$ cat config.mk
export PLATFORM = sky130hd
export DESIGN_NAME = ntm_vector_product_top
export DESIGN_NICKNAME = d
export VERILOG_FILES = /design/src/hdl/ntm_ctrl_pkg.sv /design/src/hdl/ntm_arith_pkg.sv /design/src/hdl/ntm_vector_product_top.sv /design/src/hdl/ntm_vector_product.sv /design/src/hdl/ntm_scalar_product.sv /design/src/hdl/ntm_modular_multiplier.sv
export SDC_FILE = /design/constraint.sdc
export NUM_CORES = 1
export LEC_CHECK = 0
export BUFFER_PORTS_ARGS = -buffer_cell sky130_fd_sc_hd__buf_2
export CAP_MARGIN = 20
export CORE_ASPECT_RATIO = 0.5
export CORE_MARGIN = 8
export CORE_UTILIZATION = 30
export CTS_BUF_LIST = sky130_fd_sc_hd__clkbuf_2
export DETAILED_ROUTE_END_ITERATION = 8
export GPL_TIMING_DRIVEN = 0
export SLEW_MARGIN = 20
export SYNTH_ARGS = -nofsm -noshare
export SYNTH_HDL_FRONTEND = slang
export SYNTH_HIERARCHICAL = 1
export SYNTH_SLANG_ARGS = --single-unit
$ cat constraint.sdc
create_clock -name CLK -period 9.1 [get_ports CLK]
set_clock_uncertainty 0.1 [all_clocks]
set_input_delay 1.365 -clock CLK [delete_from_list [all_inputs] [get_ports CLK]]
set_output_delay 1.365 -clock CLK [all_outputs]
set_load 0.01 [all_outputs]
$ cat src/hdl/ntm_ctrl_pkg.sv
// Control encodings only; the scalar state enum leaves one 2-bit code unused and that code decodes to idle
`default_nettype none

package ntm_ctrl_pkg;

  ////////////////////////////////////////////////////////////////////////////
  // Sequencer states
  ////////////////////////////////////////////////////////////////////////////

  // Vector loop states for element and operand control
  typedef enum logic [1:0] {
    VECTOR_IDLE        = 2'd0,
    VECTOR_WAIT_VECTOR = 2'd1,
    VECTOR_WAIT_SCALAR = 2'd2,
    VECTOR_BUSY        = 2'd3
  } ntm_vector_state_e;

  // Scalar product unit and multiplier
  typedef enum logic [1:0] {
    SCALAR_IDLE     = 2'd0,
    SCALAR_LOAD     = 2'd1,
    SCALAR_MULTIPLY = 2'd2
  } ntm_scalar_state_e;

  // Output strobes, one-cycle pulses
  typedef struct packed {
    logic ready;
    logic vector_end;
    logic scalar_valid;
  } ntm_out_flags_t;

endpackage

`default_nettype wire

$ cat src/hdl/ntm_arith_pkg.sv
// Word width is fixed at 16 bits here; every operand must already be below its modulus (>= 2)
`default_nettype none

package ntm_arith_pkg;

  ////////////////////////////////////////////////////////////////////////////
  // Word width
  ////////////////////////////////////////////////////////////////////////////

  // Width of operands, moduli and results
  localparam int DATA_SIZE = 16;

  ////////////////////////////////////////////////////////////////////////////
  // Types
  ////////////////////////////////////////////////////////////////////////////

  // One operand or result word
  typedef logic [DATA_SIZE-1:0] ntm_data_t;

  // Operand as seen by the arithmetic blocks
  // Modulus travels with every data word
  typedef struct packed {
    ntm_data_t modulo;
    ntm_data_t data;
  } ntm_operand_t;

endpackage

`default_nettype wire
$ cat src/hdl/ntm_vector_product_top.sv
// Top wrapper without a bus interface; data_out and flags follow a data_in enable by 19 cycles
`timescale 1ns/1ps
`default_nettype none

module ntm_vector_product_top
  import ntm_arith_pkg::*, ntm_ctrl_pkg::*;
#(
  // Width of size, length and loop counters
  parameter int INDEX_SIZE = 8
) (
  input  logic                  CLK,
  input  logic                  RST,
  input  logic                  start,
  input  logic [INDEX_SIZE-1:0] size,
  input  logic [INDEX_SIZE-1:0] length,
  input  ntm_data_t             modulo,
  input  logic                  data_in_vector_enable,
  input  logic                  data_in_scalar_enable,
  input  ntm_data_t             data_in,
  output ntm_data_t             data_out,
  output ntm_out_flags_t        flags
);

  // Vector sequencer with its scalar unit and multiplier below
  ntm_vector_product #(
    .INDEX_SIZE (INDEX_SIZE)
  ) u_vector (
    .CLK                   (CLK),
    .RST                   (RST),
    .start                 (start),
    .size                  (size),
    .length                (length),
    .modulo                (modulo),
    .data_in_vector_enable (data_in_vector_enable),
    .data_in_scalar_enable (data_in_scalar_enable),
    .data_in               (data_in),
    .data_out              (data_out),
    .flags                 (flags)
  );

endmodule

`default_nettype wire

$ cat src/hdl/ntm_vector_product.sv
// Size and length must be >= 1; without back-pressure the next operand waits for scalar_valid
`timescale 1ns/1ps
`default_nettype none

module ntm_vector_product
  import ntm_arith_pkg::*, ntm_ctrl_pkg::*;
#(
  parameter int INDEX_SIZE = 8
) (
  input  logic                  CLK,
  input  logic                  RST,
  input  logic                  start,
  input  logic [INDEX_SIZE-1:0] size,
  input  logic [INDEX_SIZE-1:0] length,
  input  ntm_data_t             modulo,
  input  logic                  data_in_vector_enable,
  input  logic                  data_in_scalar_enable,
  input  ntm_data_t             data_in,
  output ntm_data_t             data_out,
  output ntm_out_flags_t        flags
);

  ntm_vector_state_e     state;

  // Configuration latched on start
  logic [INDEX_SIZE-1:0] size_q;
  logic [INDEX_SIZE-1:0] length_q;
  ntm_data_t             modulo_q;

  // Loop counters
  logic [INDEX_SIZE-1:0] elem_cnt;
  logic [INDEX_SIZE-1:0] op_cnt;
  logic                  last_operand;
  logic                  last_element;

  // Scalar unit interface
  logic                  accept_vector;
  logic                  accept_scalar;
  logic                  restart;
  logic                  operand_valid;
  ntm_operand_t          operand;
  ntm_data_t             product;
  logic                  product_valid;

  ////////////////////////////////////////////////////////////////////////////
  // Operand acceptance
  ////////////////////////////////////////////////////////////////////////////

  // Only the enable the counters call for is taken
  assign accept_vector = (state == VECTOR_WAIT_VECTOR) && data_in_vector_enable;
  assign accept_scalar = (state == VECTOR_WAIT_SCALAR) && data_in_scalar_enable;
  assign operand_valid = accept_vector || accept_scalar;
  // First operand of an element resets the running product
  assign restart       = accept_vector;

  always_comb begin
    operand.modulo = modulo_q;
    operand.data   = data_in;
  end

  assign last_operand = (op_cnt == length_q - 1'b1);
  assign last_element = (elem_cnt == size_q - 1'b1);

  ntm_scalar_product u_scalar (
    .CLK           (CLK),
    .RST           (RST),
    .restart       (restart),
    .operand_valid (operand_valid),
    .operand       (operand),
    .product       (product),
    .product_valid (product_valid)
  );

  ////////////////////////////////////////////////////////////////////////////
  // Loop control and output strobes
  ////////////////////////////////////////////////////////////////////////////

  always_ff @(posedge CLK or posedge RST) begin
    if (RST) begin
      state    <= VECTOR_IDLE;
      size_q   <= '0;
      length_q <= '0;
      modulo_q <= '0;
      elem_cnt <= '0;
      op_cnt   <= '0;
      data_out <= '0;
      flags    <= '0;
    end else begin
      // Strobes last one cycle
      flags <= '0;
      case (state)
        VECTOR_IDLE: begin
          if (start) begin
            size_q   <= size;
            length_q <= length;
            modulo_q <= modulo;
            elem_cnt <= '0;
            op_cnt   <= '0;
            state    <= VECTOR_WAIT_VECTOR;
          end
        end
        VECTOR_WAIT_VECTOR: if (accept_vector) state <= VECTOR_BUSY;
        VECTOR_WAIT_SCALAR: if (accept_scalar) state <= VECTOR_BUSY;
        VECTOR_BUSY: begin
          if (product_valid) begin
            data_out           <= product;
            flags.scalar_valid <= 1'b1;
            if (last_operand) begin
              // Element done
              flags.vector_end <= 1'b1;
              op_cnt           <= '0;
              if (last_element) begin
                flags.ready <= 1'b1;
                state       <= VECTOR_IDLE;
              end else begin
                elem_cnt <= elem_cnt + 1'b1;
                state    <= VECTOR_WAIT_VECTOR;
              end
            end else begin
              op_cnt <= op_cnt + 1'b1;
              state  <= VECTOR_WAIT_SCALAR;
            end
          end
        end
        default: state <= VECTOR_IDLE;
      endcase
    end
  end

  ////////////////////////////////////////////////////////////////////////////
  // Checks
  ////////////////////////////////////////////////////////////////////////////

  a_config_nonzero: assert property (@(posedge CLK) disable iff (RST)
    (start && state == VECTOR_IDLE) |-> (size != '0 && length != '0))
    else $error("start with zero size or length");

  a_no_enable_busy: assert property (@(posedge CLK) disable iff (RST)
    (state == VECTOR_BUSY) |-> !(data_in_vector_enable || data_in_scalar_enable))
    else $error("operand enable while a product is in flight");

endmodule

`default_nettype wire

$ cat src/hdl/ntm_scalar_product.sv
// Without back-pressure operand_valid may come only while idle; product_valid follows 18 cycles later
`timescale 1ns/1ps
`default_nettype none

module ntm_scalar_product
  import ntm_arith_pkg::*, ntm_ctrl_pkg::*;
(
  input  logic         CLK,
  input  logic         RST,
  input  logic         restart,
  input  logic         operand_valid,
  input  ntm_operand_t operand,
  output ntm_data_t    product,
  output logic         product_valid
);

  ntm_scalar_state_e state;

  // Registered operand and running product
  ntm_operand_t      op_q;
  ntm_data_t         running;

  // Multiplier handshake
  logic              mul_start;
  ntm_data_t         mul_result;
  logic              mul_done;

  ////////////////////////////////////////////////////////////////////////////
  // Sequencing
  ////////////////////////////////////////////////////////////////////////////

  // idle -> load (one cycle) -> multiply until done
  always_ff @(posedge CLK or posedge RST) begin
    if (RST) begin
      state <= SCALAR_IDLE;
    end else begin
      case (state)
        SCALAR_IDLE:     if (operand_valid) state <= SCALAR_LOAD;
        SCALAR_LOAD:     state <= SCALAR_MULTIPLY;
        SCALAR_MULTIPLY: if (mul_done) state <= SCALAR_IDLE;
        default:         state <= SCALAR_IDLE;
      endcase
    end
  end

  always_ff @(posedge CLK) begin
    if (state == SCALAR_IDLE && operand_valid) begin
      op_q <= operand;
      // New element starts from the neutral element
      if (restart) running <= ntm_data_t'(1);
    end
    // Write back for the next operand
    if (state == SCALAR_MULTIPLY && mul_done) running <= mul_result;
  end

  // Running product is already updated when load is reached
  assign mul_start = (state == SCALAR_LOAD);

  ntm_modular_multiplier u_multiplier (
    .CLK          (CLK),
    .RST          (RST),
    .mul_start    (mul_start),
    .operand      (op_q),
    .multiplicand (running),
    .result       (mul_result),
    .done         (mul_done)
  );

  // Result goes out in the done cycle
  assign product       = mul_result;
  assign product_valid = (state == SCALAR_MULTIPLY) && mul_done;

  ////////////////////////////////////////////////////////////////////////////
  // Checks
  ////////////////////////////////////////////////////////////////////////////

  a_no_overlap: assert property (@(posedge CLK) disable iff (RST)
    operand_valid |-> state == SCALAR_IDLE)
    else $error("operand_valid during a multiply");

endmodule

`default_nettype wire

$ cat src/hdl/ntm_modular_multiplier.sv
// Needs operand.data below operand.modulo and modulo >= 2; done pulses 17 cycles after mul_start
`timescale 1ns/1ps
`default_nettype none

module ntm_modular_multiplier
  import ntm_arith_pkg::*, ntm_ctrl_pkg::*;
(
  input  logic         CLK,
  input  logic         RST,
  input  logic         mul_start,
  input  ntm_operand_t operand,
  input  ntm_data_t    multiplicand,
  output ntm_data_t    result,
  output logic         done
);

  // Bit counter width
  localparam int CNT_W = $clog2(DATA_SIZE);

  ntm_scalar_state_e state;
  logic [CNT_W-1:0]  bit_cnt;

  // Latched operands and partial result
  ntm_operand_t      op_q;
  ntm_data_t         mult_q;
  ntm_data_t         acc;

  // One extra bit for 2*acc and acc+a before reduction
  logic [DATA_SIZE:0] dbl;
  logic [DATA_SIZE:0] dbl_red;
  logic [DATA_SIZE:0] sum;
  logic [DATA_SIZE:0] sum_red;

  ////////////////////////////////////////////////////////////////////////////
  // One shift-add step from the MSB down
  ////////////////////////////////////////////////////////////////////////////

  always_comb begin
    // Double, then pull back below the modulus
    dbl     = {acc, 1'b0};
    dbl_red = (dbl >= {1'b0, op_q.modulo}) ? dbl - {1'b0, op_q.modulo} : dbl;
    // Add a when the current multiplicand bit is set
    sum     = dbl_red + (mult_q[bit_cnt] ? {1'b0, op_q.data} : '0);
    sum_red = (sum >= {1'b0, op_q.modulo}) ? sum - {1'b0, op_q.modulo} : sum;
  end

  ////////////////////////////////////////////////////////////////////////////
  // Control
  ////////////////////////////////////////////////////////////////////////////

  always_ff @(posedge CLK or posedge RST) begin
    if (RST) begin
      state   <= SCALAR_IDLE;
      bit_cnt <= '0;
      done    <= 1'b0;
    end else begin
      done <= 1'b0;
      case (state)
        SCALAR_IDLE: begin
          if (mul_start) begin
            bit_cnt <= CNT_W'(DATA_SIZE - 1);
            state   <= SCALAR_MULTIPLY;
          end
        end
        SCALAR_MULTIPLY: begin
          // Bit 0 is the last step
          if (bit_cnt == '0) begin
            done  <= 1'b1;
            state <= SCALAR_IDLE;
          end else begin
            bit_cnt <= bit_cnt - 1'b1;
          end
        end
        default: state <= SCALAR_IDLE;
      endcase
    end
  end

  // Datapath
  always_ff @(posedge CLK) begin
    if (state == SCALAR_IDLE) begin
      if (mul_start) begin
        op_q   <= operand;
        mult_q <= multiplicand;
        acc    <= '0;
      end
    end else begin
      acc <= sum_red[DATA_SIZE-1:0];
    end
  end

  // Partial result holds the final value while idle
  assign result = acc;

  ////////////////////////////////////////////////////////////////////////////
  // Checks
  ////////////////////////////////////////////////////////////////////////////

  a_operand_reduced: assert property (@(posedge CLK) disable iff (RST)
    mul_start |-> operand.data < operand.modulo)
    else $error("multiplier operand not below modulus");

  a_start_when_idle: assert property (@(posedge CLK) disable iff (RST)
    mul_start |-> state == SCALAR_IDLE)
    else $error("mul_start while multiplier busy");

endmodule

`default_nettype wire

* Yosys cells after proc, flatten, opt, wreduce, memory -nomap -nowiden *
Index checks and enable logic that the tools add are counted.

word-level totals
  flip-flop bits (word level) = 190
  output and inout bits = 19
  input bits = 53
  logic and storage cells = 114

operators by class
  $add $sub $neg = 8
  eq/ne operators = 19
  $lt $le $gt $ge = 3
  mux-type cells = 40
  reductions and logical operators = 23

operators by type and width
  operator               number
  $mux W16               7
  $mux W8                6
  $ge A17 B16 Y1         2
  $pmux W8 S2            2
  $mux W2                10
  $add A17 B16 Y17       1
  $mux W17               1
  $sub A17 B16 Y17       1
  $add A8 B1 Y8 const B  2
  $eq A8 B8 Y1           2
  $sub A16 B16 Y16       1
  $sub A8 B1 Y8 const B  2
  $ne A2 B1 Y1 const B   6
  $reduce_and A2 Y1      6
  $ne A2 B2 Y1 const B   5
  $eq A2 B2 Y1 const B   4
  $mux W4                2
  $pmux W2 S4            1
  $pmux W4 S2            1
  $reduce_bool A2 Y1     4
  $logic_not A2 Y1       3
  $mux W3                2
  $pmux W2 S3            1
  $reduce_and A3 Y1      2
  11 further kinds       19

* Longest topological paths before layout *
  depth after elaboration = 7
  depth in mapped cells = 30
  mapped depth without buffers = 26

* Modules after synthesis *
The synthesis kept the hierarchy.

modules (own cells, without submodules)
  module                  area an instance (µm²)  cells an instance  instances
  ntm_modular_multiplier  5213.8                  517                1
  ntm_vector_product      3450.8                  297                1
  ntm_scalar_product      1671.6                  77                 1

* Worst setup path after synthesis *
OpenSTA, ideal clock, no wires.

  path kind = register -> register
  from = reg u_vector.u_scalar.u_multiplier.acc[3], in the netlist u_vector/u_scalar/u_multiplier/result[3]
  to = reg u_vector.u_scalar.u_multiplier.acc[11], in the netlist u_vector/u_scalar/u_multiplier/result[11], data pin
  arrival time = 6.016 ns
  data required time = 8.743 ns
  setup time = 0.257 ns
  path slack = 2.727 ns
  period minus slack after synthesis = 6.373 ns
  cell stages (with the launch flop) = 29
  cells stage by stage = edfxtp_1 -> ha_1 -> buf_2 -> a2111o_1 -> o22ai_1 -> a21oi_1 -> or2_2 -> clkbuf_1 -> clkbuf_1 -> clkbuf_1 -> nor2_1 -> a21oi_1 -> ha_1 -> and3b_1 -> a211oi_1 -> nand2b_1 -> a21oi_1 -> xnor2_1 -> ha_1 -> a211o_1 -> o22a_1 -> a21o_1 -> a311oi_2 -> o21ai_0 -> a21oi_2 -> and3_1 -> buf_6 -> buf_12 -> mux2i_1

between the ends
  cells in the longest elaborated chain, start to end = 6
  elaborated cells between the ends (all ways) = 8

RTL lines
  element                                                    line                          source
  start: declaration                                         ntm_modular_multiplier.sv:26  ntm_data_t acc;
  start signal: assignment                                   ntm_modular_multiplier.sv:88  acc <= sum_red[DATA_SIZE-1:0];
  $sub A17 B16 Y17 / $ge A17 B16 Y1 (equally long branches)  ntm_modular_multiplier.sv:41  dbl_red = (dbl >= {1'b0, op_q.modulo}) ? dbl - {1'b0, op_q.modulo} : dbl;
  $mux W17 (*)                                               ntm_modular_multiplier.sv:41
  $add A17 B16 Y17 (*)                                       ntm_modular_multiplier.sv:43  sum = dbl_red + (mult_q[bit_cnt] ? {1'b0, op_q.data} : '0);
  $sub A16 B16 Y16 / $ge A17 B16 Y1 (equally long branches)  ntm_modular_multiplier.sv:44  sum_red = (sum >= {1'b0, op_q.modulo}) ? sum - {1'b0, op_q.modulo} : sum;
  $mux W16 (*)                                               ntm_modular_multiplier.sv:44
  $mux W16 (*)                                               ntm_modular_multiplier.sv:81  if (state == SCALAR_IDLE) begin

Mark *: on every way between the ends. The rest lies on a longest branch, timed or not.
A chain may end at the register's enable or synchronous reset.

* Worst setup path after layout *
  from = reg u_vector.u_scalar.u_multiplier.acc[3], in the netlist u_vector/u_scalar/u_multiplier/result[3]
  to = reg u_vector.u_scalar.u_multiplier.acc[7], in the netlist u_vector/u_scalar/u_multiplier/result[7], data pin

The elaborated chain is that of the path after synthesis.

==> impl_metrics.csv <==
group,metric,value,unit
clock_network,cts_setup_buffers,0,
sta,hold_slack,0.347,ns
logic_synthesis,synthSimpleGateAreaFrac,13.0,%
clock_network,cts.sinks,189,
floorplanning,rows,48,
logic_synthesis,synthTopCellsByCount,"edfxtp_1 (112), dfrtp_1 (77), ha_1 (59), nand2_1 (56)",
sta,setup_viol,0,
clock_network,ctsRootBufferMaster,"clkbuf_2",
sta,fin_ws,1.32,ns
grt,grt_pass1_vias,7510,
logic_synthesis,ys_seq_area_share,51.2,%
routing,num_vias,7226,
clock_network,cts_resized,0,
critical_path,regToRegSetupSlack,1.32,ns
grt,overflow,0,
placement,dpl_worst_slack,1.52,ns
logic_synthesis,yosys.area.top_type,"edfxtp_1",
floorplanning,design.die.area,0.0410,mm²
logic_synthesis,synth_cells,891,
routing,drt-wirelength-per-cell,16.2,µm
critical_path,critPathMaxStageDelay,0.51,ns
logic_synthesis,synth_compound_area_share,12.0,%
status,status,"complete, no violations",
floorplanning,die_w,279,µm
routing,viasPerCell,4.99,
cells_and_area,fin_area,0.0116,mm²
logic_synthesis,synthAdderAreaFrac,7.72,%
floorplanning,start_util,30.2,%
cells_and_area,layout.nets,1100,
placement,hpwl,18700,µm
logic_synthesis,syn_area_per_cell,11.6,µm²
routing,routed.top_layer,"met4",
placement,place_area,0.0114,mm²
critical_path,crit_path_start_kind,"register",
logic_synthesis,yosys_register_bits,189,
routing,drtIter0Drc,419,
routing,dr_wl_met2,12500,µm
sta,maxSlewHeadroom,51.7,%
logic_synthesis,synth_cell_type_count,75,
critical_path,critPathMaxFanout,10,
clock_network,cts_buffers,17,
sta,max_freq,0.128,GHz
sta,min_period,7.78,ns
critical_path,r2r_cells,27,
clock_network,clock_path_buffers,2,
sta,tightest_slew,0.724,ns
logic_synthesis,synth_top_area_share,32.5,%
logic_synthesis,synth_nets,1006,
routing,wl_met3,857,µm
sta,rsz0062_at_grt,"false",
sta,final.setup.tns,0,ns
routing,wl_met1,9390,µm
critical_path,critPathKind,"register to register",
critical_path,crit_slowest_cell,"edfxtp_1",
logic_synthesis,synthFlopType,"edfxtp_1",
logic_synthesis,async_flop_share,40.7,%
logic_synthesis,synth-xor-area-share,5.00,%
cells_and_area,seqCellArea,0.00529,mm²
cells_and_area,multi_input_area,0.00471,mm²
grt,grt_pass1_wl,38200,µm
cells_and_area,syn_to_final_growth,12.3,%
logic_synthesis,synth_area_leaders,"edfxtp_1 (33%), dfrtp_1 (19%), ha_1 (7.1%), mux2_2 (5.2%), xnor2_1 (3.0%)",
routing,wl,23400,µm
grt,antenna_found_initial,1,
critical_path,end_kind,"register",
routing,dr.pass1.iters,4,
grt,grt_max_degree,54,
critical_path,worstPathRequired,9.58,ns
logic_synthesis,yosysWarnings,6,
floorplanning,fp.coreArea,0.0342,mm²
clock_network,clk_latency,0.75,ns
routing,drtAntennaViolNets,0,
placement,io_buffer_count,71,
logic_synthesis,synth_area,0.0103,mm²
critical_path,r2r-start,"u_vector/u_scalar/u_multiplier/result[3]",
clock_network,htree_levels,4,
logic_synthesis,synth_edf_count,112,
routing,remaining_drc_errors,0,
sta,drv_slew,0,
critical_path,arrival,8.26,ns
sta,post-route-period-util,85.5,%
critical_path,reg2reg_to,"u_vector/u_scalar/u_multiplier/result[7]",
logic_synthesis,yosysMostFrequentCell,"edfxtp_1",
flow_run,maxCapViolCount,0,
grt,grt_usage,11.6,%
logic_synthesis,synth_top_family_by_area,"simple AND/OR/NAND/NOR gates",
clock_network,cts.clk_slew.worst_paths,0.28,ns
logic_synthesis,muxShareOfSynthArea,7.77,%
floorplanning,io_pins,72,
cells_and_area,fillCellCount,3442,
sta,hold_viol,0,
worst_hold_path,hold_class,"input port to asynchronous set/reset pin",
cells_and_area,drive_gt1_share,19.0,%
placement,gp_congestion,0.884,
clock_network,cts_tree,"done",
floorplanning,die_h,147,µm
clock_network,cts_hold_buf,0,
critical path, delay by kind of cell (launching register included):
kind	cells	cell delay, ns
multiplexers	1	0.24
flip-flops	1	0.51
AO/OA/AOI/OAI	12	3.52
buffers and inverters	6	1.26
adder cells (fa/ha/maj)	3	0.94
AND/OR/NAND/NOR	4	0.87
XOR/XNOR	1	0.17
state kept, by name, indices dropped and copies added, names as in the netlist, 3 cells and up:
register,cells
u_vector/elem_cnt,8
u_vector/modulo_q,16
u_vector/u_scalar/u_multiplier/mult_q,16
u_vector/u_scalar/u_multiplier/bit_cnt,4
u_vector/u_scalar/u_multiplier/result,16
u_vector/size_q,8
u_vector/length_q,8
u_vector/u_scalar/running,16
u_vector/u_scalar/op_q,32
u_vector/data_out,16
u_vector/op_cnt,8
u_vector/u_scalar/u_multiplier/op_q,32
u_vector/flags,3
logic make-up after synthesis:
kind of cell	after synthesis
adder cells (fa/ha/maj)	62
flip-flops	189
buffers and inverters	81
AND/OR/NAND/NOR	257
multiplexers	68
XOR/XNOR	59
AO/OA/AOI/OAI	175
area by class of cell:
type / count / area share, %
multi-input combinational: 621 / 40.6
clock inverter: 14 / 1.27
buffer: 26 / 1.20
inverter: 55 / 1.80
antenna: 1 / 0.0216
clock buffer: 18 / 0.776
timing repair buffer: 75 / 3.94
sequential: 189 / 45.6
tap: 450 / 4.85
routing by layer:
metal | vias up | GRT usage (%)
met4 | 0 | 4.80
met1 | 3551 | 13.0
met5 | - | 0
met3 | 47 | 1.58
met2 | 167 | 21.8
li1 | 3461 | -
how the worst max path moves through the flow:
stage / start / end
6_report: u_vector/u_scalar/u_multiplier/result[3] / u_vector/u_scalar/u_multiplier/result[7]
5_1_grt: u_vector/u_scalar/u_multiplier/result[3] / u_vector/u_scalar/u_multiplier/result[9]
4_1_cts: u_vector/u_scalar/u_multiplier/result[3] / u_vector/u_scalar/u_multiplier/result[9]
3_5_place_dp: u_vector/u_scalar/u_multiplier/result[3] / u_vector/u_scalar/u_multiplier/result[7]
3_3_place_gp: u_vector/u_scalar/u_multiplier/result[3] / u_vector/u_scalar/u_multiplier/result[6]
2_1_floorplan: u_vector/u_scalar/u_multiplier/result[3] / u_vector/u_scalar/u_multiplier/result[11]
metrics by stage:
step / instances / utilization (%)
finish: 1449 / 33.9
global route: 1449 / 33.9
CTS: 1448 / 33.9
detailed placement: 1416 / 33.2
global placement: 1412 / 32.9
floorplan: 891 / -
cells in the final DEF (no fill, tap or decap), drive strengths merged, types with 8 or more instances in the layout:
cell | synthesis | final
a21o | 18 | 18
nand2b | 15 | 15
inv | 54 | 63
dfrtp | 77 | 77
nor3 | 11 | 11
buf | 9 | 84
nand2 | 56 | 56
clkbuf | 17 | 35
and2 | 40 | 40
nand4 | 15 | 15
xor2 | 24 | 24
o211ai | 9 | 9
o21bai | 8 | 8
ha | 59 | 59
xnor2 | 35 | 35
o22ai | 8 | 8
mux2 | 48 | 48
a21oi | 47 | 47
nand3 | 19 | 19
edfxtp | 112 | 112
nor2b | 8 | 8
mux2i | 15 | 15
nor2 | 54 | 54
o21ai | 25 | 25
Power is left out: the tool's default activity adds up to more than one toggle a clock period on the data nets, which glitch-free logic cannot reach.
